[src/common/softmax_pkg.sv]
// ~~~~~~~~~~~~~~~~~~~~~~~~~~~~~~~~~~~~~
// Softmax package with widths, sizes, fixed-point
// constants, vector typedefs and the FSM state enum
// ~~~~~~~~~~~~~~~~~~~~~~~~~~~~~~~~~~~~~
package softmax_pkg;

    localparam int ELEM_W         = 16;  // Q8.8 at the ports
    localparam int ELEM_FRAC      = 8;
    localparam int FIX_W          = 32;  // Q16.16 internally
    localparam int FIX_FRAC       = 16;
    localparam int TILE_SIZE      = 4;
    localparam int TOTAL_ELEMENTS = 16;
    localparam int NUM_TILES      = TOTAL_ELEMENTS / TILE_SIZE;
    localparam int TILE_IDX_W     = (NUM_TILES > 1) ? $clog2(NUM_TILES) : 1;
    localparam int SUM_W          = FIX_W + $clog2(TOTAL_ELEMENTS + 1);

    typedef logic signed [ELEM_W-1:0]      elem_t;
    typedef logic signed [FIX_W-1:0]       fix_t;
    typedef logic [SUM_W-1:0]              sum_t;
    typedef logic [TILE_IDX_W-1:0]         tile_idx_t;
    typedef logic [TILE_SIZE*ELEM_W-1:0]   elem_tile_t;  // Element 0 in the top chunk
    typedef logic [TILE_SIZE*FIX_W-1:0]    fix_tile_t;

    localparam fix_t LOG2E_Q = 32'sh0001_7154;  // 1.442695
    localparam fix_t LN2_Q   = 32'sh0000_B172;  // 0.693147

    // 2^f ~ 1 + C1*f + C2*f^2 on [0,1)
    localparam fix_t EXP_C1  = 32'sh0000_A810;  // 0.6565
    localparam fix_t EXP_C2  = 32'sh0000_57F0;  // 0.3435

    // ln(1+m) ~ C1*m + C2*m^2, least squares fit on [0,1)
    localparam fix_t LN_C1   = 32'sh0000_F0D8;  // 0.9408
    localparam fix_t LN_C2   = -32'sd16672;     // -0.2544

    localparam fix_t FIX_MIN = {1'b1, {(FIX_W-1){1'b0}}};

    typedef enum logic [2:0] {
        IDLE,
        LOAD,
        EXP_SUM,
        LOG,
        OUTPUT,
        DONE
    } softmax_state_e;

endpackage
[src/common/tile_mem_if.sv]
// ~~~~~~~~~~~~~~~~~~~~~~~~~~~~~~~~~~~~~
// Tile buffer write and read bus
// ~~~~~~~~~~~~~~~~~~~~~~~~~~~~~~~~~~~~~
`timescale 1ns/100ps

interface tile_mem_if;

    logic                   we;
    softmax_pkg::tile_idx_t waddr;
    softmax_pkg::fix_tile_t wdata;
    softmax_pkg::tile_idx_t raddr;
    softmax_pkg::fix_tile_t rdata;  // Word at raddr, one cycle later

    modport writer (output we, output waddr, output wdata);

    modport reader (input rdata);

    modport mem (
        input  we,
        input  waddr,
        input  wdata,
        input  raddr,
        output rdata
    );

endinterface

[src/source/tile_buffer.sv]
// ~~~~~~~~~~~~~~~~~~~~~~~~~~~~~~~~~~~~~
// Tile memory, one write and one read port
// ~~~~~~~~~~~~~~~~~~~~~~~~~~~~~~~~~~~~~
`timescale 1ns/100ps

module tile_buffer (
    input logic        clk,
    tile_mem_if.mem    m
);

    softmax_pkg::fix_tile_t mem [softmax_pkg::NUM_TILES];

    always_ff @(posedge clk) begin
        if (m.we)
            mem[m.waddr] <= m.wdata;
    end

    // Registered read, data follows the address by one cycle
    always_ff @(posedge clk) begin
        m.rdata <= mem[m.raddr];
    end

endmodule

[src/flat_wrapper.sv]
// flat-port wrapper written by rule: the top's interface ports become plain ports
module tile_buffer_flat 
  (clk, m_we, m_waddr, m_wdata, m_raddr, m_rdata);
  tile_mem_if m_i ();
  input logic clk;
  input wire logic [$bits(m_i.we)-1:0] m_we;
  input wire logic [$bits(m_i.waddr)-1:0] m_waddr;
  input wire logic [$bits(m_i.wdata)-1:0] m_wdata;
  input wire logic [$bits(m_i.raddr)-1:0] m_raddr;
  output wire logic [$bits(m_i.rdata)-1:0] m_rdata;
  assign m_i.we = m_we;
  assign m_i.waddr = m_waddr;
  assign m_i.wdata = m_wdata;
  assign m_i.raddr = m_raddr;
  assign m_rdata = m_i.rdata;
  tile_buffer u_core (.clk(clk), .m(m_i));
endmodule
[config.mk]
export PLATFORM = sky130hd
export DESIGN_NAME = tile_buffer_flat
export DESIGN_NICKNAME = d
export VERILOG_FILES = /design/src/common/softmax_pkg.sv /design/src/common/tile_mem_if.sv /design/src/source/tile_buffer.sv /design/src/flat_wrapper.sv
export SDC_FILE = /design/constraint.sdc
export NUM_CORES = 1
export LEC_CHECK = 0
export ABC_AREA = 1
export BUFFER_PORTS_ARGS = -buffer_cell sky130_fd_sc_hd__buf_4
export CAP_MARGIN = 15
export CORE_ASPECT_RATIO = 1.75
export CORE_UTILIZATION = 24
export DETAILED_ROUTE_END_ITERATION = 12
export PLACE_DENSITY = 0.36
export SETUP_SLACK_MARGIN = 0.4
export SLEW_MARGIN = 15
export SYNTH_ARGS = -nofsm -noshare
export SYNTH_HDL_FRONTEND = slang
export SYNTH_SLANG_ARGS = --single-unit
[constraint.sdc]
create_clock -name clk -period 15.5 [get_ports clk]
set_clock_uncertainty 0.05 [all_clocks]
set_input_delay 3.1 -clock clk [delete_from_list [all_inputs] [get_ports clk]]
set_output_delay 3.1 -clock clk [all_outputs]
set_load 0.02 [all_outputs]
==> flow_summary.ini <==
[status]
status = finished, final reports clean

[finish]
fraction_of_final_layout_cells_with_drive_strength_greater_than_1_pct = 15.7
mostFrequentLayoutCells = nand2_1 (640), inv_1 (515), edfxtp_1 (512), buf_4 (279), nand3_1 (256)
fin_nets = 2543
multi_input_comb_area_sq_mm = 0.00372
syn_to_final_growth_pct = 23.0
stdcell_area_sq_mm = 0.0297
layout.cells.most_common = nand2_1
area_taken_by_flip_flops_and_latches_sq_mm = 0.0179
num-fill-cells = 10156

[place]
gp_weighted_congestion = 0.702
buffer_ports.inserted = 261
place_hpwl_um = 35000
place_area_sq_mm = 0.0274

[power]
static_leakage_uw = 0.0132
cellPowerDensity_mw_per_mm2 = 134
vdd.ir_drop.worst_mv = 0.0874

[routing]
wl_met2_um = 31100
m1WireLength_um = 26100
dr_wl_met3_um = 3710
wire_per_inst_um = 16.6
via_count = 14639
drt_first_pass_iters = 5
drt_iter0_drc = 562
detail_routed_via_count_per_cell = 3.87
drc = 0
drtAntennaViolNets = 0
wirelength_um = 62700
topRoutingLayerUsed = met5

[sta]
min_period_over_period_pct = 35.3
rsz0062_at_grt = no
finalSetupTns_ns = 0
slew_violations = 0
maxSlewHeadroom_pct = 26.6
final-hold-violation-count = 0
max_freq_mhz = 183
finalSetupViolations = 0
max_slew.worst_pin.slew_ns = 1.10
layout_min_cycle_time_ns = 5.47

[synth]
postSynthRegisterBits = 640
yosysUniqueCellTypes = 10
synthCells = 2142
post_synth_instance_area_sq_mm = 0.0241
synth_warnings = 0
synthesis.area_per_instance_sq_um = 11.3
synth-seq-area-share_pct = 74.4
synth_nets = 2276

[grt]
antenna_violations_before_repair = 11
pin_count_of_the_biggest_net_entering_global_routing = 106
grt_first_pass_wirelength_um = 94200
total_routing_usage_reported_by_global_routing_pct = 12.5
overflow = 0
first_global_vias = 15041

[clock_network]
postCtsSetupBuffers = 0
numCtsBuffers = 69
cts_sinks = 640
cts_tree = done
clock_latency_on_the_worst_skew_pair_ns = 0.63
cts_resized = 0
cts-root-buf = clkbuf_16
cts.hold.buffers_added = 0
ctsLongestPathBuffers = 3
clk_pin_slew_worst_setup_hold_paths_ns = 0.06
cts_max_level = 3

[setup_path]
critical_path_source_type = primary input
cp.arrival_ns = 5.94
cp_max_fo = 105
cp-end-kind = register
worstSetupPathType = primary input to register
crit_required_ns = 15.97

[worst_hold_path]
min-delay-path-class = register to register

[floorplanning]
io_pins = 262
core_sq_mm = 0.0995
die_width_um = 242
fp.dieArea_sq_mm = 0.102
initial_utilization_pct = 24.2
row_count = 153
die-height_um = 421

[run]
maxCapViolations = 0
## registers in the layout, summed over array words and instances (netlist names)
| register | count |
|---|---|
| u_core.mem | 512 |
| u_core.m.rdata | 128 |
## area by class of cell
class	count	area share, %
flip-flops and latches	640	60.4
multi-input cells	900	12.5
repair buffers	281	7.15
clock buffers	100	6.62
inverters	517	6.59
well taps	1317	5.55
clock inverters	27	1.10
diodes	1	0.00843
## power by group
group	switching, uW	internal, uW
Combinational	196	104
Clock	690	989
Sequential	27.7	1960
Total	914	3050
## worst max-delay path: stages
cell	delay, ns
buf_8	0.18
inv_8	0.47
buf_4	0.94
buf_4	0.73
nand2_1	0.12
nand3_1	0.11
nand2_1	0.07
## stage by stage
stage	setup WS, ns	util (%)	cells	total power, uW	hold WS, ns
after floorplan	2.74	-	2142	2190	0.449
after global placement	9.33	27.5	3655	2330	0.469
after detailed placement	9.26	27.5	3655	2340	0.472
after CTS	9.96	29.8	3782	4060	0.486
after global routing	9.73	29.8	3783	4140	0.521
final	10.03	29.8	3783	3970	0.480
## cells in the mapped netlist
cell type  number  area share, %
inv_4           1          0.026
buf_4          28           0.87
nor3_1          4          0.083
nand2_1       640             10
nand3_1       256            5.3
inv_1         516            8.0
dfxtp_1       128             11
buf_6           7           0.33
edfxtp_1      512             64
buf_2          50            1.0
## per-layer routing
metal / global-route usage (%) / up-vias
met4: 5.31 / 18
met1: 14.4 / 6976
li1: - / 7224
met2: 21.5 / 307
met3: 3.46 / 114
met5: 0 / -
## logic make-up after synthesis
kind of cell           Yosys count  share of synthesized area, %
buffers and inverters          602                          10.3
AND/OR/NAND/NOR                900                          15.4
flip-flops                     640                          74.4
## path summary, 6_finish.rpt
path | start | to | slack (ns) | cells after the start
setup / recovery | m_raddr[0] | u_core.m.rdata[35]$_DFF_P_ | 10.03 | 7
hold / removal | u_core.mem[0][125]$_DFFE_PP_ | u_core.m.rdata[125]$_DFF_P_ | 0.48 | 4
setup reg to reg | u_core.mem[1][58]$_DFFE_PP_ | u_core.m.rdata[58]$_DFF_P_ | 14.62 | 4
hold reg to reg | u_core.mem[0][125]$_DFFE_PP_ | u_core.m.rdata[125]$_DFF_P_ | 0.48 | 4
Note: power is estimated with default switching activity, not from simulation.
