[config.mk]
export PLATFORM = sky130hd
export DESIGN_NAME = ln_unit
export DESIGN_NICKNAME = d
export VERILOG_FILES = /design/src/common/softmax_pkg.sv /design/src/arith/ln_unit.sv
export SDC_FILE = /design/constraint.sdc
export NUM_CORES = 1
export LEC_CHECK = 0
export ABC_AREA = 1
export BUFFER_PORTS_ARGS = -buffer_cell sky130_fd_sc_hd__buf_2
export CAP_MARGIN = 15
export CORE_AREA = 2 2 219 221
export DETAILED_ROUTE_END_ITERATION = 6
export DIE_AREA = 0 0 221 223
export MAX_ROUTING_LAYER = met4
export PLACE_DENSITY = 0.68
export SYNTH_ARGS = -nofsm -noshare
export SYNTH_HDL_FRONTEND = slang
export SYNTH_SLANG_ARGS = --single-unit
[constraint.sdc]
create_clock -name clk -period 20.3 [get_ports clk]
set_clock_uncertainty 0.1 [all_clocks]
set_input_delay 2.03 -clock clk [delete_from_list [all_inputs] [get_ports clk]]
set_output_delay 2.03 -clock clk [all_outputs]
set_load 0.02 [all_outputs]
[src/common/softmax_pkg.sv]
// ~~~~~~~~~~~~~~~~~~~~~~~~~~~~~~~~~~~~~
// Softmax package with widths, sizes, fixed-point
// constants, vector typedefs and the FSM state enum
// ~~~~~~~~~~~~~~~~~~~~~~~~~~~~~~~~~~~~~
package softmax_pkg;

    localparam int ELEM_W         = 16;  // Q8.8 at the ports
    localparam int ELEM_FRAC      = 8;
    localparam int FIX_W          = 32;  // Q16.16 internally
    localparam int FIX_FRAC       = 16;
    localparam int TILE_SIZE      = 4;
    localparam int TOTAL_ELEMENTS = 16;
    localparam int NUM_TILES      = TOTAL_ELEMENTS / TILE_SIZE;
    localparam int TILE_IDX_W     = (NUM_TILES > 1) ? $clog2(NUM_TILES) : 1;
    localparam int SUM_W          = FIX_W + $clog2(TOTAL_ELEMENTS + 1);

    typedef logic signed [ELEM_W-1:0]      elem_t;
    typedef logic signed [FIX_W-1:0]       fix_t;
    typedef logic [SUM_W-1:0]              sum_t;
    typedef logic [TILE_IDX_W-1:0]         tile_idx_t;
    typedef logic [TILE_SIZE*ELEM_W-1:0]   elem_tile_t;  // Element 0 in the top chunk
    typedef logic [TILE_SIZE*FIX_W-1:0]    fix_tile_t;

    localparam fix_t LOG2E_Q = 32'sh0001_7154;  // 1.442695
    localparam fix_t LN2_Q   = 32'sh0000_B172;  // 0.693147

    // 2^f ~ 1 + C1*f + C2*f^2 on [0,1)
    localparam fix_t EXP_C1  = 32'sh0000_A810;  // 0.6565
    localparam fix_t EXP_C2  = 32'sh0000_57F0;  // 0.3435

    // ln(1+m) ~ C1*m + C2*m^2, least squares fit on [0,1)
    localparam fix_t LN_C1   = 32'sh0000_F0D8;  // 0.9408
    localparam fix_t LN_C2   = -32'sd16672;     // -0.2544

    localparam fix_t FIX_MIN = {1'b1, {(FIX_W-1){1'b0}}};

    typedef enum logic [2:0] {
        IDLE,
        LOAD,
        EXP_SUM,
        LOG,
        OUTPUT,
        DONE
    } softmax_state_e;

endpackage
[src/arith/ln_unit.sv]
// ~~~~~~~~~~~~~~~~~~~~~~~~~~~~~~~~~~~~~
// Natural log of the exp sum by range
// reduction, registered during LOG
// ~~~~~~~~~~~~~~~~~~~~~~~~~~~~~~~~~~~~~
`timescale 1ns/100ps

module ln_unit (
    input  logic              clk,
    input  logic              rst_n,
    input  logic              log_phase,
    input  softmax_pkg::sum_t sum,
    output softmax_pkg::fix_t ln_sum
);

    localparam int FW = softmax_pkg::FIX_W;
    localparam int FF = softmax_pkg::FIX_FRAC;
    localparam int SW = softmax_pkg::SUM_W;

    int                     lead;     // Leading one position p
    softmax_pkg::sum_t      norm;
    logic [FF-1:0]          mant;     // m in [0,1)
    logic [2*FF-1:0]        m_sq;
    softmax_pkg::fix_t      m_fix;
    softmax_pkg::fix_t      msq_fix;
    softmax_pkg::fix_t      expo;
    softmax_pkg::fix_t      expo_term;
    logic signed [2*FW-1:0] poly;
    softmax_pkg::fix_t      ln_next;

    always_comb begin
        lead = 0;
        for (int b = 0; b < SW; b++)
            if (sum[b])
                lead = b;
    end

    // sum = 2^(p-16) * (1 + m)
    assign norm    = sum << (SW - 1 - lead);
    assign mant    = norm[SW-2 -: FF];
    assign m_sq    = mant * mant;
    assign m_fix   = {{(FW-FF){1'b0}}, mant};
    assign msq_fix = {{(FW-FF){1'b0}}, m_sq[2*FF-1 -: FF]};

    assign expo      = softmax_pkg::fix_t'(lead - FF);
    assign expo_term = expo * softmax_pkg::LN2_Q;  // Integer times Q16.16
    assign poly      = softmax_pkg::LN_C1 * m_fix + softmax_pkg::LN_C2 * msq_fix;
    assign ln_next   = expo_term + poly[FW+FF-1:FF];

    always_ff @(posedge clk) begin
        if (!rst_n)
            ln_sum <= '0;
        else if (log_phase)
            ln_sum <= ln_next;  // Sum is final by the LOG cycle
    end

endmodule

==> run_results.csv <==
group,metric,value,unit
run_status,outcome,"finished clean",
route,drt-initial-drc-count,1153,
finish,syn_to_final_growth,15.0,%
synthesis,syn_area,0.0232,mm2
worst_setup_path,crit_path_end_kind,"flip-flop",
clock_tree,path_clk_slew,0.05,ns
finish,utilization,56.5,%
worst_setup_path,max_stage_delay,0.55,ns
route,dr_total_vias,19500,
route,vias_per_cell,5.22,
synthesis,async_flop_share,0,%
floorplan,dieArea,0.0493,mm2
synthesis,syn-mean-instance-area,7.93,um2
finish,largest_reg_flops,32,
route,ant_nets,0,
synthesis,synth_fp_nets,3755,
synthesis,syn-instance-count,2921,
synthesis,yosysMostFrequentCell,"inv_1",
global_route,gr-total-overflow,0,
finish,fill_cells,4339,
synthesis,synth-seq-cells,32,
synthesis,synth_ff_type,"dfxtp_1",
floorplan,die_height,223,um
finish,largest-register,"ln_sum",
route,wl,60700,um
sta,tns,0,ns
hold_path,min_path_type,"flip-flop to flip-flop",
floorplan,core,0.0471,mm2
synthesis,synth_area_leader_cell,"fa_1",
clock_tree,htreeDepth,2,
worst_setup_path,crit_path_max_fanout,7,
global_route,grt_pass1_wl,100000,um
worst_setup_path,crit_required,20.42,ns
worst_setup_path,crit_path_frequent_cell,"nand2_1",
finish,drive_gt1_share,15.3,%
worst_setup_path,cp-start-kind,"input pin",
placement,portBuffers,71,
synthesis,synth_edf_count,0,
route,drc_errors,0,
finish,seqCellArea,641,um2
sta,timing.hold.ws,0.375,ns
clock_tree,clk_latency,0.27,ns
placement,place_congestion,0.949,
synthesis,synthDistinctLibCells,57,
clock_tree,cts_made_buffers,5,
sta,rsz0062_at_grt,"yes",
floorplan,rows,80,
global_route,grt_max_degree,56,
sta,setup_viol,0,
synthesis,yosys.area.top_type_share,30.9,%
sta,drv_slew,0,
clock_tree,root_buffer,"clkbuf_16",
synthesis,synthTopCellsByArea,"fa_1 31%, ha_1 24%, inv_1 12%",
floorplan,initial_utilization,49.1,%
worst_setup_path,critPathKind,"input pin to flip-flop",
floorplan,die_x,221,um
finish,antenna_cells,0,
run,max-cap-violations,0,
sta,fmax,51.2,MHz
sta,min_period_over_period,96.2,%
clock_tree,cts_sinks,32,
global_route,grt_usage,25.5,%
route,wl_per_cell,16.2,um
global_route,first_global_vias,20100,
finish,final_nets,3964,
sta,period_minus_slack,19.53,ns
floorplan,pin_count,72,
worst_setup_path,cp_slowest_cell,"fa_1",
worst_setup_path,cp.arrival,19.64,ns
sta,tightestPinTransition,0.809,ns
clock_tree,clockBufferDepth,2,
clock_tree,cts_tree,"done",
sta,hold_violations,0,
sta,slew_headroom,45.9,%
finish,largestRegisters,"ln_sum (32)",
synthesis,yosysSeqAreaShare,2.77,%
route,first_pass_iters,5,
placement,hpwl,51600,um
finish,multi_input_area,0.0202,mm2
synthesis,yosys_warnings,0,
global_route,antenna_found_initial,0,
synthesis,synth_commonest_cells,"742 x inv_1, 436 x ha_1, 358 x fa_1",
-- worst max-delay path: cells and delay by family --
kind / cells / cell delay [ns]
buf+inv: 28 / 2.14
compound gates: 25 / 3.33
xor+xnor: 2 / 0.26
simple gates: 51 / 5.09
fa+ha+maj: 17 / 6.79
-- per-layer routing --
layer	vias up	wire (um)	GRT usage [%]
met5	-	0	-
met4	0	1280	5.17
met3	84	2240	1.09
met2	436	29600	42.3
met1	9459	27600	34.8
li1	9567	-	-
-- layout make-up --
| class | instances | area share (%) |
|---|---|---|
| Multi-Input combinational cell | 2077 | 75.9 |
| Inverter | 758 | 10.8 |
| Timing Repair Buffer | 256 | 7.32 |
| Tap cell | 615 | 2.89 |
| Sequential cell | 32 | 2.40 |
| Clock buffer | 7 | 0.573 |
| Clock inverter | 1 | 0.113 |
-- logic make-up (layout without fill, tap and decap cells) --
kind of cell | count (synthesis) | count (layout) | share of synthesized area, %
fa+ha+maj | 794 | 794 | 54.5
xor+xnor | 142 | 142 | 5.48
simple gates | 819 | 819 | 15.6
compound gates | 322 | 322 | 8.26
buf+inv | 812 | 1022 | 13.4
flops | 32 | 32 | 2.77
-- worst paths after layout --
check,slack (ns),cells past startpoint,start,end
min,0.38,2,ln_sum[21]$_SDFFE_PN0P_,ln_sum[21]$_SDFFE_PN0P_
max,0.77,123,sum[2],ln_sum[30]$_SDFFE_PN0P_
max reg2reg,19.43,4,ln_sum[3]$_SDFFE_PN0P_,ln_sum[3]$_SDFFE_PN0P_
min reg2reg,0.38,2,ln_sum[21]$_SDFFE_PN0P_,ln_sum[21]$_SDFFE_PN0P_
-- cell usage in the layout, fill, tap and decap left out, types with 10 or more instances in the layout --
| cell type | instances |
|---|---|
| inv_1 | 728 |
| ha_1 | 419 |
| fa_1 | 352 |
| nand2_1 | 315 |
| nand3_1 | 175 |
| nor2_1 | 167 |
| buf_4 | 160 |
| a21oi_1 | 118 |
| xor2_1 | 103 |
| buf_2 | 70 |
| o21ai_0 | 56 |
| nand4_1 | 45 |
| nand2_2 | 34 |
| xnor2_1 | 33 |
| dfxtp_1 | 32 |
| nand3_2 | 28 |
| inv_2 | 21 |
| o2111ai_1 | 20 |
| o21ai_1 | 20 |
| a21oi_2 | 19 |
| nor2_2 | 18 |
| buf_6 | 14 |
| o21ai_2 | 12 |
| ha_4 | 11 |
| o2111ai_2 | 10 |
-- per-stage QoR --
step / area [um2] / cells / setup WS [ns]
after detailed placement: 25200 / 3697 / -0.124
after floorplan: 23200 / 2921 / 0.0318
after CTS: 25300 / 3705 / 0.0783
after global routing: 26600 / 3746 / -0.641
final: 26600 / 3746 / 0.772
after global placement: 25200 / 3697 / -0.0212
-- what timing repair did --
| action | in CTS | in global routing |
|---|---|---|
| buffers inserted | 0 | 35 |
| resized for setup | 0 | 226 |
| hold buffers | 0 | 0 |
| endpoints found under the setup margin | 0 | 20 |
Power is left out: the tool's default activity adds up to more than one toggle a clock period on the data nets, which glitch-free logic cannot reach.
