[src/common/softmax_pkg.sv]
// ~~~~~~~~~~~~~~~~~~~~~~~~~~~~~~~~~~~~~
// Softmax package with widths, sizes, fixed-point
// constants, vector typedefs and the FSM state enum
// ~~~~~~~~~~~~~~~~~~~~~~~~~~~~~~~~~~~~~
package softmax_pkg;

    localparam int ELEM_W         = 16;  // Q8.8 at the ports
    localparam int ELEM_FRAC      = 8;
    localparam int FIX_W          = 32;  // Q16.16 internally
    localparam int FIX_FRAC       = 16;
    localparam int TILE_SIZE      = 4;
    localparam int TOTAL_ELEMENTS = 16;
    localparam int NUM_TILES      = TOTAL_ELEMENTS / TILE_SIZE;
    localparam int TILE_IDX_W     = (NUM_TILES > 1) ? $clog2(NUM_TILES) : 1;
    localparam int SUM_W          = FIX_W + $clog2(TOTAL_ELEMENTS + 1);

    typedef logic signed [ELEM_W-1:0]      elem_t;
    typedef logic signed [FIX_W-1:0]       fix_t;
    typedef logic [SUM_W-1:0]              sum_t;
    typedef logic [TILE_IDX_W-1:0]         tile_idx_t;
    typedef logic [TILE_SIZE*ELEM_W-1:0]   elem_tile_t;  // Element 0 in the top chunk
    typedef logic [TILE_SIZE*FIX_W-1:0]    fix_tile_t;

    localparam fix_t LOG2E_Q = 32'sh0001_7154;  // 1.442695
    localparam fix_t LN2_Q   = 32'sh0000_B172;  // 0.693147

    // 2^f ~ 1 + C1*f + C2*f^2 on [0,1)
    localparam fix_t EXP_C1  = 32'sh0000_A810;  // 0.6565
    localparam fix_t EXP_C2  = 32'sh0000_57F0;  // 0.3435

    // ln(1+m) ~ C1*m + C2*m^2, least squares fit on [0,1)
    localparam fix_t LN_C1   = 32'sh0000_F0D8;  // 0.9408
    localparam fix_t LN_C2   = -32'sd16672;     // -0.2544

    localparam fix_t FIX_MIN = {1'b1, {(FIX_W-1){1'b0}}};

    typedef enum logic [2:0] {
        IDLE,
        LOAD,
        EXP_SUM,
        LOG,
        OUTPUT,
        DONE
    } softmax_state_e;

endpackage
[src/source/softmax_ctrl.sv]
// ~~~~~~~~~~~~~~~~~~~~~~~~~~~~~~~~~~~~~
// Pass sequencing FSM
// ~~~~~~~~~~~~~~~~~~~~~~~~~~~~~~~~~~~~~
`timescale 1ns/100ps

module softmax_ctrl (
    input  logic clk,
    input  logic rst_n,
    input  logic en,
    input  logic in_fire,
    input  logic last_tile,
    input  logic drain_done,
    output logic tile_in_ready,
    output logic load_phase,
    output logic sum_phase,
    output logic log_phase,
    output logic out_phase,
    output logic count_en,
    output logic done
);

    softmax_pkg::softmax_state_e state, state_next;
    logic drain;  // Last tile issued, pipeline still emptying

    // Reads are issued only until the last tile goes out
    assign load_phase    = (state == softmax_pkg::LOAD);
    assign sum_phase     = (state == softmax_pkg::EXP_SUM) & ~drain;
    assign log_phase     = (state == softmax_pkg::LOG);
    assign out_phase     = (state == softmax_pkg::OUTPUT) & ~drain;
    assign tile_in_ready = load_phase;
    assign count_en      = in_fire | sum_phase | out_phase;
    assign done          = (state == softmax_pkg::DONE);

    always_comb begin
        state_next = state;
        case (state)
            softmax_pkg::IDLE:    if (en) state_next = softmax_pkg::LOAD;
            softmax_pkg::LOAD:    if (in_fire && last_tile) state_next = softmax_pkg::EXP_SUM;
            softmax_pkg::EXP_SUM: if (drain && drain_done) state_next = softmax_pkg::LOG;
            softmax_pkg::LOG:     state_next = softmax_pkg::OUTPUT;
            softmax_pkg::OUTPUT:  if (drain && drain_done) state_next = softmax_pkg::DONE;
            default:              state_next = softmax_pkg::IDLE;
        endcase
    end

    always_ff @(posedge clk) begin
        if (!rst_n) begin
            state <= softmax_pkg::IDLE;
            drain <= 1'b0;
        end else begin
            state <= state_next;
            if (drain && drain_done)
                drain <= 1'b0;
            else if ((sum_phase | out_phase) && last_tile)
                drain <= 1'b1;
        end
    end

endmodule

[config.mk]
export PLATFORM = sky130hd
export DESIGN_NAME = softmax_ctrl
export DESIGN_NICKNAME = d
export VERILOG_FILES = /design/src/common/softmax_pkg.sv /design/src/source/softmax_ctrl.sv
export SDC_FILE = /design/constraint.sdc
export NUM_CORES = 1
export LEC_CHECK = 0
export BUFFER_PORTS_ARGS = -buffer_cell sky130_fd_sc_hd__buf_2
export CAP_MARGIN = 20
export CORE_AREA = 2 2 39 41
export CTS_CLUSTER_DIAMETER = 60
export CTS_CLUSTER_SIZE = 24
export DETAILED_ROUTE_END_ITERATION = 8
export DIE_AREA = 0 0 41 43
export PLACE_DENSITY = 0.44
export SLEW_MARGIN = 20
export SYNTH_ARGS = -nofsm -noshare
export SYNTH_HDL_FRONTEND = slang
export SYNTH_SLANG_ARGS = --single-unit
[constraint.sdc]
create_clock -name clk -period 1.4 [get_ports clk]
set_input_delay 0.14 -clock clk [delete_from_list [all_inputs] [get_ports clk]]
set_output_delay 0.14 -clock clk [all_outputs]
set_load 0.05 [all_outputs]
==> results.json <==
{
  "synth_top_family_by_area": "simple AND/OR/NAND/NOR gates",
  "cts_tree": "done",
  "worstSkewPairLatency_ns": 0.23,
  "relSlewSlack_pct": 83.6,
  "drt_iter0_markers": 4,
  "syn_area_um2": 313,
  "p_sw_uw": 115,
  "power.share.combinational_pct": 28.9,
  "worstMarginPinSlew_ns": 0.247,
  "coreArea_um2": 1380,
  "grt.overflow.total": 0,
  "crit_type": "register to output port",
  "wl_per_cell_um": 10.8,
  "synth_flop_cell": "dfxtp_1",
  "die_w_um": 41,
  "grt_busiest_layer": "met2",
  "hp-class": "input port to register",
  "path_clk_slew_ns": 0.04,
  "hpwl_um": 581,
  "total_power_uw": 378,
  "finalMaxSlewViolations": 0,
  "synth_common_cells": "4 x dfxtp_1, 3 x buf_6, 3 x nor3b_1, 2 x inv_1, 2 x nor2_1",
  "max_cap_violations": 0,
  "cts_hold_buffers": 0,
  "finalNetCount": 58,
  "synthMuxAreaShare_pct": 0,
  "synth_simple_gate_area_share_pct": 41.6,
  "synth_compound_area_share_pct": 14.4,
  "skew_ns": 0.00207,
  "crit_fanout": 3,
  "grt_first_pass_wirelength_mm": 1.05,
  "cts_buffers": 3,
  "netlist.area_leader.share_pct": 25.6,
  "yosys.cell_types.count": 24,
  "fin_hold_ws_ns": 0.167,
  "cellLeakagePower_uw": 0.000200,
  "ys.warnings.count": 0,
  "status": "finished with violations",
  "synthAdderAreaFrac_pct": 0,
  "cp-startpoint": "state[2]",
  "crit_arrival_ns": 1.29,
  "layoutNonFillerInstCount": 66,
  "synth_largest_area_cell": "dfxtp_1",
  "io_pins": 13,
  "use_met3_pct": 6.28,
  "required_ns": 1.26,
  "fmax_ghz": 0.698,
  "synth_xor_area_share_pct": 2.80,
  "final_hold_viol_count": 0,
  "gr-usage-all-layers_pct": 9.24,
  "htree_levels": 1,
  "via_per_inst": 4.48,
  "grt_pass1_vias": 261,
  "synth_async_sr_flop_share_pct": 0,
  "row_count": 14,
  "dr.pass1.iters": 2,
  "fin_crit_sh_pct": 102,
  "clockRootBuffer": "clkbuf_4",
  "gr-usage-met2_pct": 13.4,
  "rsz0062_at_grt": "true",
  "path_delay_family": "simple AND/OR/NAND/NOR gates",
  "multi_input_area_um2": 211,
  "path_buf_inv": 2,
  "switching_share_pct": 30.5,
  "cp_cell_sequence": "buf_4, nor4b_4, or3_4, buf_8",
  "antenna_found_initial": 0,
  "gp_congestion": 0.716,
  "use_met1_pct": 10.9,
  "grt_max_degree": 7,
  "yosysMostFrequentCell": "dfxtp_1",
  "layout_setup_ws_ns": -0.0336,
  "dieHeight_um": 43,
  "clockBufferDepth": 2,
  "area_delta_synth_final_pct": 50.8,
  "setup_violations": 1,
  "wirelength_um": 715,
  "drive_gt1_share_pct": 64.0,
  "start_util_pct": 22.6,
  "critical_path.slowest_cell": "or3_4",
  "synth_area_per_cell_um2": 9.48,
  "fill_cells": 158,
  "r2r_start": "state[2]",
  "clock-sinks": 4,
  "placedCellCount": 61,
  "synth_area_leaders": "dfxtp_1 26%, buf_6 11%, nor3b_1 7.2%",
  "fin_util_pct": 34.1,
  "synth_edf_count": 0,
  "seqPwrFrac_pct": 35.0,
  "postSynthCellCount": 33,
  "drc_errors": 0,
  "synth.ff_latch_count": 4,
  "route.antenna.remaining_nets": 0,
  "hp-start": "rst_n",
  "vias": 296,
  "violations": "setup timing",
  "seq_area_frac_synth_pct": 25.6,
  "internal_power_uw": 263,
  "cpPeakStageDelay_ns": 0.34,
  "synthesis.nets": 39,
  "power_density_nw_per_um2": 801,
  "die_area_um2": 1760,
  "cp-end-kind": "output port",
  "seq_area_um2": 85.1,
  "start_kind": "register",
  "period_needed_ns": 1.43,
  "ir_drop_mv": 0.350,
  "clock_power_share_pct": 36.0,
  "n_antenna_cell": 0,
  "portBuffers": 12
}
## cells by family (layout without fill, tap and decap cells)
| kind of cell | after synthesis | after routing |
|---|---|---|
| and+or+nand+nor | 16 | 16 |
| DFF | 4 | 4 |
| AOI/OAI and AO/OA | 6 | 6 |
| xor gates and xnor gates | 1 | 1 |
| buffers and inverters | 6 | 23 |
## sequential cells by signal, summed over array words and instances, names as in the netlist
name   flops
state      3
drain      1
## cells in the final DEF, fill, tap and decap left out
cell type	n
nand2_1	1
and4b_1	1
o31a_1	1
nand3_1	1
o21a_1	1
nor2_2	1
nor3_4	1
nor3_1	1
buf_2	7
buf_8	1
dfxtp_2	4
nor2b_1	1
nor3b_2	1
a21boi_1	1
nand2b_4	1
nand2b_1	1
xor2_1	1
nor4b_4	1
a21oi_1	1
a211oi_1	1
buf_4	8
or3_4	1
nor2_1	1
clkbuf_4	5
nor3b_4	1
inv_1	2
nor3b_1	2
a32oi_1	1
## power by group through the flow
stage          sequential, µW  combinational [µW]  clock (µW)
2_1_floorplan             124                87.8           0
3_3_place_gp              133                96.2           0
3_5_place_dp              133                96.7           0
4_1_cts                   133                 105         146
5_1_grt                   133                 116         152
6_report                  132                 109         136
## through the flow
stage	setup TNS [ns]	cell area [µm²]	setup WS (ns)
2_1_floorplan	-0.352	335	-0.338
3_3_place_gp	0	404	0.0981
3_5_place_dp	0	404	0.109
4_1_cts	-0.0358	449	-0.0358
5_1_grt	-0.174	472	-0.0711
6_report	-0.0336	472	-0.0336
## layout make-up
cell class                      count  area share, %
Tap cell                           16           4.24
Clock buffer                        3           4.77
Multi-Input combinational cell     23           44.8
Timing Repair Buffer               18           26.5
Inverter                            2           1.59
Sequential cell                     4           18.0
## final timing paths
path | endpoint | slack [ns] | cells past startpoint
setup reg to reg | state[0] | 0.21 | 5
setup / recovery | count_en | -0.03 | 4
hold / removal | state[2] | 0.17 | 2
hold reg to reg | state[1] | 0.61 | 2
## per-layer routing
metal  part of all wire [%]  up-vias  wire length (µm)
met5                      0        -                 0
met4                      0        0                 0
met3                    4.3        0                31
met2                     50        9               359
met1                     45      133               324
li1                       -      154                 -
## worst register-to-register path, delay by kind of cell, from the launching register on
| family | cells | cell delay [ns] |
|---|---|---|
| compound gates | 2 | 0.33 |
| flops | 1 | 0.32 |
| buf+inv | 2 | 0.28 |
| simple gates | 1 | 0.20 |
## repair_timing
| action | CTS | global route |
|---|---|---|
| setup endpoints to repair | 6 | 3 |
| buffers inserted | 1 | 1 |
| gates resized for setup | 7 | 5 |
| pin swaps | 0 | 2 |
No activity file was read; power rests on OpenSTA's default activity.
