`src/common/softmax_pkg.sv`:
```
// ~~~~~~~~~~~~~~~~~~~~~~~~~~~~~~~~~~~~~
// Softmax package with widths, sizes, fixed-point
// constants, vector typedefs and the FSM state enum
// ~~~~~~~~~~~~~~~~~~~~~~~~~~~~~~~~~~~~~
package softmax_pkg;

    localparam int ELEM_W         = 16;  // Q8.8 at the ports
    localparam int ELEM_FRAC      = 8;
    localparam int FIX_W          = 32;  // Q16.16 internally
    localparam int FIX_FRAC       = 16;
    localparam int TILE_SIZE      = 4;
    localparam int TOTAL_ELEMENTS = 16;
    localparam int NUM_TILES      = TOTAL_ELEMENTS / TILE_SIZE;
    localparam int TILE_IDX_W     = (NUM_TILES > 1) ? $clog2(NUM_TILES) : 1;
    localparam int SUM_W          = FIX_W + $clog2(TOTAL_ELEMENTS + 1);

    typedef logic signed [ELEM_W-1:0]      elem_t;
    typedef logic signed [FIX_W-1:0]       fix_t;
    typedef logic [SUM_W-1:0]              sum_t;
    typedef logic [TILE_IDX_W-1:0]         tile_idx_t;
    typedef logic [TILE_SIZE*ELEM_W-1:0]   elem_tile_t;  // Element 0 in the top chunk
    typedef logic [TILE_SIZE*FIX_W-1:0]    fix_tile_t;

    localparam fix_t LOG2E_Q = 32'sh0001_7154;  // 1.442695
    localparam fix_t LN2_Q   = 32'sh0000_B172;  // 0.693147

    // 2^f ~ 1 + C1*f + C2*f^2 on [0,1)
    localparam fix_t EXP_C1  = 32'sh0000_A810;  // 0.6565
    localparam fix_t EXP_C2  = 32'sh0000_57F0;  // 0.3435

    // ln(1+m) ~ C1*m + C2*m^2, least squares fit on [0,1)
    localparam fix_t LN_C1   = 32'sh0000_F0D8;  // 0.9408
    localparam fix_t LN_C2   = -32'sd16672;     // -0.2544

    localparam fix_t FIX_MIN = {1'b1, {(FIX_W-1){1'b0}}};

    typedef enum logic [2:0] {
        IDLE,
        LOAD,
        EXP_SUM,
        LOG,
        OUTPUT,
        DONE
    } softmax_state_e;

endpackage
```
`src/common/tile_mem_if.sv`:
```
// ~~~~~~~~~~~~~~~~~~~~~~~~~~~~~~~~~~~~~
// Tile buffer write and read bus
// ~~~~~~~~~~~~~~~~~~~~~~~~~~~~~~~~~~~~~
`timescale 1ns/100ps

interface tile_mem_if;

    logic                   we;
    softmax_pkg::tile_idx_t waddr;
    softmax_pkg::fix_tile_t wdata;
    softmax_pkg::tile_idx_t raddr;
    softmax_pkg::fix_tile_t rdata;  // Word at raddr, one cycle later

    modport writer (output we, output waddr, output wdata);

    modport reader (input rdata);

    modport mem (
        input  we,
        input  waddr,
        input  wdata,
        input  raddr,
        output rdata
    );

endinterface

```
`src/source/tile_prep.sv`:
```
// ~~~~~~~~~~~~~~~~~~~~~~~~~~~~~~~~~~~~~
// Q8.8 to Q16.16 conversion, tile write
// and running maximum
// ~~~~~~~~~~~~~~~~~~~~~~~~~~~~~~~~~~~~~
`timescale 1ns/100ps

module tile_prep (
    input  logic                    clk,
    input  logic                    rst_n,
    input  softmax_pkg::elem_tile_t tile_in,
    input  logic                    in_fire,
    input  softmax_pkg::tile_idx_t  idx,
    input  logic                    load_phase,
    output softmax_pkg::fix_t       max_val,
    tile_mem_if.writer              wr
);

    softmax_pkg::fix_tile_t conv_tile;
    softmax_pkg::fix_t      tile_max;
    logic                   load_d;
    logic                   entering;

    assign entering = load_phase & ~load_d;  // First cycle of LOAD

    always_comb begin
        softmax_pkg::elem_t raw;
        softmax_pkg::fix_t  elem;
        // A tile accepted on the first LOAD cycle must not see the old max
        tile_max = entering ? softmax_pkg::FIX_MIN : max_val;
        for (int i = 0; i < softmax_pkg::TILE_SIZE; i++) begin
            raw  = tile_in[(softmax_pkg::TILE_SIZE-1-i)*softmax_pkg::ELEM_W +: softmax_pkg::ELEM_W];
            elem = {{(softmax_pkg::FIX_W-softmax_pkg::ELEM_W){raw[softmax_pkg::ELEM_W-1]}}, raw}
                   <<< (softmax_pkg::FIX_FRAC - softmax_pkg::ELEM_FRAC);
            conv_tile[(softmax_pkg::TILE_SIZE-1-i)*softmax_pkg::FIX_W +: softmax_pkg::FIX_W] = elem;
            if (elem > tile_max)
                tile_max = elem;
        end
    end

    assign wr.we    = in_fire;
    assign wr.waddr = idx;
    assign wr.wdata = conv_tile;

    always_ff @(posedge clk) begin
        if (!rst_n) begin
            max_val <= softmax_pkg::FIX_MIN;
            load_d  <= 1'b0;
        end else begin
            load_d <= load_phase;
            if (in_fire)
                max_val <= tile_max;
            else if (entering)
                max_val <= softmax_pkg::FIX_MIN;
        end
    end

endmodule

```
`src/flat_wrapper.sv`:
```
// flat-port wrapper written by rule: the top's interface ports become plain ports
module tile_prep_flat 
  (clk, rst_n, tile_in, in_fire, idx, load_phase, max_val, wr_we, wr_waddr, wr_wdata);
  tile_mem_if wr_i ();
  input  logic clk;
  input  logic rst_n;
  input  softmax_pkg::elem_tile_t tile_in;
  input  logic in_fire;
  input  softmax_pkg::tile_idx_t idx;
  input  logic load_phase;
  output softmax_pkg::fix_t max_val;
  output wire logic [$bits(wr_i.we)-1:0] wr_we;
  output wire logic [$bits(wr_i.waddr)-1:0] wr_waddr;
  output wire logic [$bits(wr_i.wdata)-1:0] wr_wdata;
  assign wr_we = wr_i.we;
  assign wr_waddr = wr_i.waddr;
  assign wr_wdata = wr_i.wdata;
  tile_prep u_core (.clk(clk), .rst_n(rst_n), .tile_in(tile_in), .in_fire(in_fire), .idx(idx), .load_phase(load_phase), .max_val(max_val), .wr(wr_i));
endmodule
```
`config.mk`:
```
export PLATFORM = sky130hd
export DESIGN_NAME = tile_prep_flat
export DESIGN_NICKNAME = d
export VERILOG_FILES = /design/src/common/softmax_pkg.sv /design/src/common/tile_mem_if.sv /design/src/source/tile_prep.sv /design/src/flat_wrapper.sv
export SDC_FILE = /design/constraint.sdc
export NUM_CORES = 1
export LEC_CHECK = 0
export BUFFER_PORTS_ARGS = -buffer_cell sky130_fd_sc_hd__buf_2
export CORE_ASPECT_RATIO = 1.75
export CORE_MARGIN = 5
export CORE_UTILIZATION = 40
export CTS_CLUSTER_DIAMETER = 60
export DETAILED_ROUTE_END_ITERATION = 10
export GPL_ROUTABILITY_DRIVEN = 1
export PLACE_DENSITY = 0.73
export SKIP_LAST_GASP = 1
export SLEW_MARGIN = 30
export SYNTH_ARGS = -nofsm -noshare
export SYNTH_HDL_FRONTEND = slang
export SYNTH_SLANG_ARGS = --single-unit
```
`constraint.sdc`:
```
create_clock -name clk -period 20.4 [get_ports clk]
set_input_delay 5.1 -clock clk [delete_from_list [all_inputs] [get_ports clk]]
set_output_delay 5.1 -clock clk [all_outputs]
set_load 0.1 [all_outputs]
```
==> flow_summary_export.csv, run 1 <==
group,metric,value,unit
outcome,run_status,"complete, no violations",
synth,post_synth_instance_area,0.005809,mm²
final_layout,final_common_cell,"buf_2",
synth,synth_top_cell_by_area,"ha_1",
final_layout,layout.filler_cells,1516,
final_layout,leading_cell_types_in_the_layout_fill_and_taps_excluded,"196 x buf_2, 88 x ha_1, 72 x nand2_1",
synth,yosys.area.top_type_share,0.1895,
clock_network,post_cts.resized_instances,0,
pwr,peak_supply_drop,0.00005332,V
synth,number_of_enable_type_register_cells_in_the_synthesized_netlist,0,
floorplan,placeableCoreArea,0.01430,mm²
final_layout,flow.area_growth_from_synthesis,6.849,%
detailed_routing,detail_route.vias_per_cell,5.541,
detailed_routing,wl_met2,9.728,mm
sta,final_worst_path_setup_slack,4257,ps
detailed_routing,wl,18.92,mm
place,place.port_buffers,196,
synth,synthTopCellsByArea,"ha_1 19%, buf_4 17%, dfxtp_1 11%, nand2_1 4.7%, a21oi_1 3.5%",
worst_setup_path,crit_path_max_fanout,37,
global_routing,grt.total_usage,0.2096,
detailed_routing,wl_per_cell,18.58,µm
floorplan,initial_core_util,0.4064,
floorplan,num_io_pins,233,
place,gp_routability_congestion,0.9357,
detailed_routing,uppermost_signal_routing_layer_after_detailed_routing,"met4",
clock_network,post-cts-setup-buffers,0,
detailed_routing,drt_pass1_iterations,9,
pwr,power_density,127.6,mW/mm²
synth,synth_ff_type,"dfxtp_1",
clock_network,clock_tree.root_cell,"clkbuf_16",
sta,worst_clock_skew,3.544,ps
clock_network,ctsHoldBuffers,0,
sta,max_freq,61.95,MHz
global_routing,globalRouteOverflowTotal,0,
detailed_routing,vias,5641,
worst_setup_path,crit_path_frequent_cell,"a21oi_1",
worst_setup_path,worst-endpoint-required,20580,ps
detailed_routing,detailroute.wirelength.met3,1.120,mm
pwr,cellLeakagePower,3.257,nW
detailed_routing,detail_route.drc_violations,0,
synth,synth.distinct_cells,70,
sta,timing.final.hold_violations,0,
worst_setup_path,slowest_stage,"o41ai_4",
flow_run,maxCapViolations,0,
clock_network,cts_sink_count,33,
worst_setup_path,timing.critical_path.from_type,"input pin",
global_routing,grt_first_pass_wirelength,27.97,mm
floorplan,die_outline_area,0.01713,mm²
clock_network,cts_htree_levels,2,
clock_network,clock_path_buffers,2,
sta,slew_margin_rel,0.3704,
detailed_routing,initialDrtViolationCount,251,
floorplan,number_of_core_rows,58,
floorplan,dieWidth,101.1,µm
clock_network,numCtsBuffers,5,
sta,timing.final.setup_violations,0,
floorplan,die_height,169.4,µm
sta,timing.final.crit_period,16140,ps
detailed_routing,drt-met1-wl,6.396,mm
final_layout,layout.cells.non_filler,1018,
synth,synth.yosys.warnings,0,
synth,synth_cells,758,
worst_setup_path,regToRegSetupSlack,8840,ps
sta,rsz0062_at_grt,"false",
place,detailedPlace.worstSlack,4114,ps
sta,slew_viol_final,0,
clock_network,clk_pin_slew_worst_paths,60,ps
sta,timing_worst_slew_pin_value,941.2,ps
synth,async_s_r_ff_share_synth,0,
clock_network,worstSkewPairLatency,290,ps
synth,ys_ff_latch,33,
worst_setup_path,worst-endpoint-arrival,16320,ps
worst_setup_path,cp_slowest_stage_delay,780,ps
place,dp_hpwl,16.05,mm
worst_setup_path,critPathCaptureType,"flop",
place,placed_instance_area,0.006033,mm²
synth,seq_total_area_yosys,0.1137,
global_routing,number_of_antenna_violations_at_the_first_check_in_global_routing,1,
sta,final.period_utilization,0.7913,
clock_network,tritoncts_clock_tree,"yes",
final_layout,finish.instance_area,0.006207,mm²
sta,setup_total_negative_slack,0,ps
global_routing,first_global_vias,5509,
place,placed_cells,1009,
global_routing,grt_start_max_net_pins,38,
final_layout,drive_above_1_share,0.2855,
final_layout,final_net_count,994,
detailed_routing,ant_nets_after_route,0,
hold_path,holdCritPathClass,"flop to flop",
synth,syn-mean-instance-area,7.664,µm²
worst_setup_path,worst-setup-path-type,"input pin to flop",
-- through the flow --
stage	utilization	power, W	hold slack, ps
global placement	0.4218	0.0006977	475.3
finish	0.4342	0.0007919	496.7
floorplan	-	0.0006051	848.7
global route	0.4342	0.0008435	511.0
CTS	0.4340	0.0007919	498.4
detailed placement	0.4220	0.0007020	479.3
-- flip-flops by register name, summed over array words and instances, names as in the netlist --
signal / count
u_core.max_val: 32
u_core.load_d: 1
-- per-layer routing --
metal  track usage  up-vias
met4        0.1672        0
met5             0        -
met3       0.02962       85
met1        0.2025     2584
met2        0.3834      252
li1              -     2720
-- synthesized netlist by cell type (all sizes together) (3+ instances only) --
library cell and instances:
buf 145, ha 88, nand2 72, nor2 47
a21oi 41, inv 36, dfxtp 33, o21ai 33
nor3 24, nand4 19, a21o 18, mux2i 18
a211o 15, clkbuf 15, nand3 15, mux2 13
a31oi 11, and2 11, nand2b 11, nor2b 11
a211oi 9, o221ai 9, nor4 5, or3 5
xnor2 5, a21boi 4, a221oi 3, and3 3
maj3 3
-- power breakdown --
group	internal (W)	switching [W]
clock	0.0000577	0.0000299
combinational	0.000163	0.000449
sequential	0.0000800	0.0000122
-- area by class of cell --
class / count / area [µm²] / area share
Timing Repair Buffer: 200 / 1011 / 0.1629
Multi-Input combinational cell: 560 / 4001 / 0.6446
Inverter: 36 / 135.1 / 0.02177
Sequential cell: 33 / 660.6 / 0.1064
Tap cell: 180 / 225.2 / 0.03628
Clock inverter: 3 / 46.29 / 0.007458
Antenna cell: 1 / 2.502 / 0.0004031
Clock buffer: 5 / 125.1 / 0.02016
-- kinds of logic after synthesis --
logic type / Yosys count / share of synthesized area
xor+xnor: 7 / 0.01055
fa+ha+maj: 91 / 0.1949
other cells: 1 / 0.0006455
mux: 31 / 0.05621
buf+inv: 196 / 0.2180
flops: 33 / 0.1137
simple gates: 235 / 0.2050
compound gates: 164 / 0.2010
-- worst paths after layout --
| check | startpoint | endpoint | cells past startpoint |
|---|---|---|---|
| setup / recovery | load_phase | u_core.max_val[9] | 50 |
| hold / removal | u_core.max_val[7] | u_core.max_val[7] | 1 |
| setup reg to reg | u_core.load_d | u_core.max_val[9] | 49 |
| hold reg to reg | u_core.max_val[7] | u_core.max_val[7] | 1 |
-- worst max-delay path, delay by kind of cell --
family	cells	cell delay [ps]
adder cells (fa/ha/maj)	4	1120
buffers and inverters	6	1340
multiplexers	4	1090
AND/OR/NAND/NOR	17	3160
AO/OA/AOI/OAI	19	4470
(Power assumes the default switching activity.)
==> run 2: changes to the inputs <==
==> constraint.sdc (replaced) <==
create_clock -name clk -period 16.55 [get_ports clk]
set_input_delay 4.1375 -clock clk [delete_from_list [all_inputs] [get_ports clk]]
set_output_delay 4.1375 -clock clk [all_outputs]
set_load 0.1 [all_outputs]
==> run 2 against run 1 <==
Critical path type unchanged; register-to-register slack worse by 4100 ps; clock-buffer cell count up 1; largest power group unchanged; sequential cell count unchanged.
==> flow_summary_export.csv, run 2 (synthesis results as in run 1) <==
group,metric,value,unit
sta,slew_margin_rel,0.4946,
final_layout,layout.filler_cells,1493,
clock_network,cts_htree_levels,2,
outcome,run_status,"complete, no violations",
place,dp_hpwl,16.41,mm
detailed_routing,detail_route.vias_per_cell,5.613,
global_routing,grt_first_pass_wirelength,29.14,mm
place,placed_cells,1012,
floorplan,number_of_core_rows,58,
worst_setup_path,worst-endpoint-arrival,15600,ps
final_layout,finish.utilization,0.4340,
sta,timing.final.hold_violations,0,
floorplan,dieWidth,101.1,µm
worst_setup_path,crit_path_max_fanout,23,
sta,setup_total_negative_slack,0,ps
pwr,cellLeakagePower,3.260,nW
worst_setup_path,worst-endpoint-required,16750,ps
clock_network,clock_path_buffers,2,
final_layout,reg.largest.list,"u_core.max_val (32), u_core.load_d (1)",
final_layout,flow.area_growth_from_synthesis,6.806,%
clock_network,tritoncts_clock_tree,"yes",
detailed_routing,wl_per_cell,19.00,µm
final_layout,largest_register_ff_count,32,
final_layout,register_area,660.6,µm²
detailed_routing,ant_nets_after_route,0,
global_routing,grt.total_usage,0.2183,
detailed_routing,vias,5720,
clock_network,post-cts-setup-buffers,0,
place,gp_routability_congestion,0.9574,
final_layout,final_net_count,997,
floorplan,die_outline_area,0.01713,mm²
sta,slew_viol_final,0,
detailed_routing,wl,19.36,mm
worst_setup_path,crit_path_frequent_cell,"a21oi_1",
global_routing,first_global_vias,5691,
clock_network,cts_sink_count,33,
place,place.port_buffers,196,
final_layout,multi_input_area,0.004004,mm²
pwr,finalPower,0.0009743,W
detailed_routing,initialDrtViolationCount,307,
sta,timing_worst_slew_pin_value,756.3,ps
final_layout,final_common_cell,"buf_2",
sta,final.period_utilization,0.9306,
clock_network,post_cts.resized_instances,0,
sta,max_freq,64.93,MHz
sta,rsz0062_at_grt,"false",
floorplan,initial_core_util,0.4064,
floorplan,die_height,169.4,µm
final_layout,drive_above_1_share,0.2884,
clock_network,clk_pin_slew_worst_paths,50,ps
clock_network,numCtsBuffers,5,
pwr,peak_supply_drop,0.00006167,V
sta,timing.final.setup_violations,0,
hold_path,holdCritPathClass,"flop to flop",
global_routing,number_of_antenna_violations_at_the_first_check_in_global_routing,0,
detailed_routing,detail_route.drc_violations,0,
clock_network,ctsHoldBuffers,0,
final_layout,antennaDiodeCount,0,
clock_network,clock_tree.root_cell,"clkbuf_16",
worst_setup_path,critPathCaptureType,"flop",
worst_setup_path,slowest_stage,"a21o_1",
sta,timing.final.crit_period,15400,ps
global_routing,globalRouteOverflowTotal,0,
worst_setup_path,worst-setup-path-type,"input pin to flop",
worst_setup_path,timing.critical_path.from_type,"input pin",
final_layout,layout.cells.non_filler,1019,
clock_network,worstSkewPairLatency,290,ps
floorplan,placeableCoreArea,0.01430,mm²
worst_setup_path,cp_slowest_stage_delay,580,ps
global_routing,grt_start_max_net_pins,36,
detailed_routing,drt_pass1_iterations,5,
pwr,power_density,157.0,mW/mm²
final_layout,leading_cell_types_in_the_layout_fill_and_taps_excluded,"196 x buf_2, 88 x ha_1, 72 x nand2_1",
flow_run,maxCapViolations,0,
floorplan,num_io_pins,233,
sta,worst_clock_skew,6.578,ps
final_layout,top_register,"u_core.max_val",
## run 2: changes by cell type in the layout (fill, tap and decap cells not counted), sizes merged
cell,previous run,this run
bufinv,1,0
diode,1,0
clkbuf,5,6
buf,200,203
clkinv,1,0
## run 2: worst max-delay path, delay by kind of cell
| kind | cells | cell delay [ps] |
|---|---|---|
| AND/OR/NAND/NOR | 19 | 3790 |
| adder cells (fa/ha/maj) | 4 | 1220 |
| AO/OA/AOI/OAI | 21 | 4700 |
| multiplexers | 3 | 1170 |
| buffers and inverters | 4 | 580 |
## run 2: final cells by class
class | instances | share of cell area
clock buffer | 6 | 0.02238
clock inverter | 1 | 0.001210
tap | 180 | 0.03630
timing repair buffer | 203 | 0.1666
inverter | 36 | 0.02178
multi-input combinational | 560 | 0.6453
sequential | 33 | 0.1065
## run 2: per-stage QoR
| stage | area (µm²) | setup slack [ps] | hold WS [ps] |
|---|---|---|---|
| global route | 6205 | 86.96 | 515.0 |
| floorplan | 5926 | 1633 | 848.7 |
| finish | 6205 | 1149 | 491.7 |
| CTS | 6202 | 856.2 | 490.4 |
| detailed placement | 6056 | 602.9 | 471.4 |
| global placement | 6053 | 791.4 | 472.6 |
## run 2: metal layers
metal,vias to the layer above,part of all wire,global-route usage
met5,-,0,0
met4,0,0.090,0.1759
met3,95,0.063,0.03126
met2,279,0.51,0.3960
met1,2619,0.33,0.2128
li1,2727,-,-
## run 2: final timing paths
path / start / end / depth (start not counted) / slack [ps]
worst max-delay path: load_phase / u_core.max_val[27] / 51 / 1150
worst min register to register: u_core.max_val[5] / u_core.max_val[5] / 1 / 490
worst max register to register: u_core.load_d / u_core.max_val[27] / 50 / 4760
worst min-delay path: u_core.max_val[5] / u_core.max_val[5] / 1 / 490
## run 2: power breakdown
| group | leakage, nW | switching, W | internal [W] |
|---|---|---|---|
| Clock | 0.0690 | 0.0000360 | 0.0000590 |
| Sequential | 0.270 | 0.0000158 | 0.0000986 |
| Combinational | 2.92 | 0.000559 | 0.000206 |
| Total | 3.26 | 0.000611 | 0.000364 |
==> run 3: changes to the inputs <==
--- a/config.mk
+++ b/config.mk
@@ -13,6 +13,7 @@
 export DETAILED_ROUTE_END_ITERATION = 10
 export GPL_ROUTABILITY_DRIVEN = 1
 export PLACE_DENSITY = 0.73
+export RECOVER_POWER = 100
 export SKIP_LAST_GASP = 1
 export SLEW_MARGIN = 30
 export SYNTH_ARGS = -nofsm -noshare
==> run 3 against run 2 <==
Die area unchanged; routed wire length about the same; largest cell class unchanged; utilization decreased by 1.1 points; sequential power about the same; final cell count unchanged; maximum frequency increased by 0.11%; global-route usage unchanged; clock-buffer cell count unchanged; sequential cell count unchanged.
==> flow_summary_export.csv, run 3 (synthesis results as in run 1) <==
group,metric,value,unit
floorplan,dieWidth,101.1,µm
detailed_routing,initialDrtViolationCount,272,
worst_setup_path,slowest_stage,"a21o_1",
final_layout,reg.largest.list,"u_core.max_val (32), u_core.load_d (1)",
worst_setup_path,crit_path_frequent_cell,"a21oi_1",
sta,timing_worst_slew_pin_value,1210,ps
outcome,run_status,"complete, no violations",
sta,timing.final.crit_period,15380,ps
clock_network,post_cts.resized_instances,0,
detailed_routing,wl_per_cell,19.00,µm
detailed_routing,detail_route.vias_per_cell,5.602,
pwr,finalPower,0.0009659,W
place,placed_cells,1012,
clock_network,ctsHoldBuffers,0,
clock_network,clock_path_buffers,2,
worst_setup_path,worst-setup-path-type,"input pin to flop",
place,place.port_buffers,196,
final_layout,finish.utilization,0.4225,
detailed_routing,ant_nets_after_route,0,
floorplan,initial_core_util,0.4064,
final_layout,largest_register_ff_count,32,
floorplan,die_height,169.4,µm
worst_setup_path,timing.critical_path.from_type,"input pin",
clock_network,cts_htree_levels,2,
sta,slew_margin_rel,0.1966,
final_layout,layout.cells.non_filler,1019,
clock_network,clk_pin_slew_worst_paths,50,ps
clock_network,clock_tree.root_cell,"clkbuf_16",
final_layout,flow.area_growth_from_synthesis,3.984,%
clock_network,cts_sink_count,33,
hold_path,holdCritPathClass,"flop to flop",
worst_setup_path,critPathCaptureType,"flop",
detailed_routing,detail_route.drc_violations,0,
sta,setup_total_negative_slack,0,ps
detailed_routing,vias,5708,
floorplan,num_io_pins,233,
global_routing,globalRouteOverflowTotal,0,
floorplan,number_of_core_rows,58,
global_routing,first_global_vias,5691,
place,dp_hpwl,16.41,mm
clock_network,post-cts-setup-buffers,0,
place,gp_routability_congestion,0.9574,
detailed_routing,drt_pass1_iterations,5,
final_layout,antennaDiodeCount,0,
sta,max_freq,65.01,MHz
worst_setup_path,crit_path_max_fanout,23,
sta,worst_clock_skew,7.021,ps
sta,timing.final.setup_violations,0,
sta,post_route_worst_hold_slack,488.8,ps
global_routing,number_of_antenna_violations_at_the_first_check_in_global_routing,0,
pwr,peak_supply_drop,0.00006039,V
worst_setup_path,cell_family_with_the_largest_share_of_critical_path_delay,"compound AO/OA/AOI/OAI gates",
global_routing,grt_start_max_net_pins,36,
pwr,cellLeakagePower,2.857,nW
final_layout,final_net_count,997,
clock_network,worstSkewPairLatency,290,ps
floorplan,die_outline_area,0.01713,mm²
clock_network,numCtsBuffers,5,
worst_setup_path,worst-endpoint-arrival,15550,ps
sta,slew_viol_final,0,
sta,timing.final.hold_violations,0,
flow_run,maxCapViolations,0,
global_routing,grt_first_pass_wirelength,29.14,mm
pwr,power_density,159.9,mW/mm²
worst_setup_path,cp_slowest_stage_delay,580,ps
final_layout,final_common_cell,"clkbuf_1",
clock_network,tritoncts_clock_tree,"yes",
sta,rsz0062_at_grt,"false",
sta,final.period_utilization,0.9295,
detailed_routing,wl,19.36,mm
final_layout,leading_cell_types_in_the_layout_fill_and_taps_excluded,"131 x clkbuf_1, 88 x ha_1, 72 x nand2_1",
final_layout,top_register,"u_core.max_val",
floorplan,placeableCoreArea,0.01430,mm²
worst_setup_path,worst-endpoint-required,16720,ps
worst_setup_path,timing.critical_path.buf_inv,4,
global_routing,grt.total_usage,0.2183,
final_layout,drive_above_1_share,0.1299,
-- run 3: changes by cell type in the layout (fill, tap and decap cells not counted), sizes merged --
cell / previous run / this run
buf: 203 / 72
clkbuf: 6 / 137
-- run 3: layout make-up --
| cell class | count | area, µm² |
|---|---|---|
| multi-input combinational | 560 | 4004 |
| sequential | 33 | 660.6 |
| tap | 180 | 225.2 |
| fill | 1553 | 8255 |
| clock buffer | 6 | 138.9 |
| timing repair buffer | 203 | 869.6 |
| clock inverter | 1 | 7.507 |
| inverter | 36 | 135.1 |
-- run 3: final timing paths --
check,from,endpoint,slack (ps),cells after the start
worst min-delay path,u_core.max_val[5],u_core.max_val[5],490,1
worst max register to register,u_core.load_d,u_core.max_val[10],4760,50
worst min register to register,u_core.max_val[5],u_core.max_val[5],490,1
worst max-delay path,load_phase,u_core.max_val[10],1170,51
-- run 3: report_power, final --
group          internal [W]  switching [W]  leakage (nW)
sequential        0.0000986      0.0000162         0.270
combinational      0.000197       0.000559          2.52
clock             0.0000590      0.0000363        0.0690
total              0.000354       0.000612          2.86
-- run 3: stage by stage --
step                      area (µm²)  worst slack [ps]
after global routing            6041             67.48
after detailed placement        6056             602.9
after floorplan                 5926              1633
after global placement          6053             791.4
after CTS                       6202             856.2
final                           6041              1167
-- run 3: worst register-to-register path, delay by kind of cell, from the launching register on --
family | cells | cell delay (ps)
buf+inv | 3 | 490
fa+ha+maj | 4 | 1220
mux | 3 | 1160
simple gates | 19 | 3720
flops | 1 | 290
compound gates | 21 | 4800
-- run 3: per-layer routing --
layer	global-route usage	routed length, µm
met1	0.2128	6318
met4	0.1759	1801
met2	0.3960	9857
met5	0	0
met3	0.03126	1387
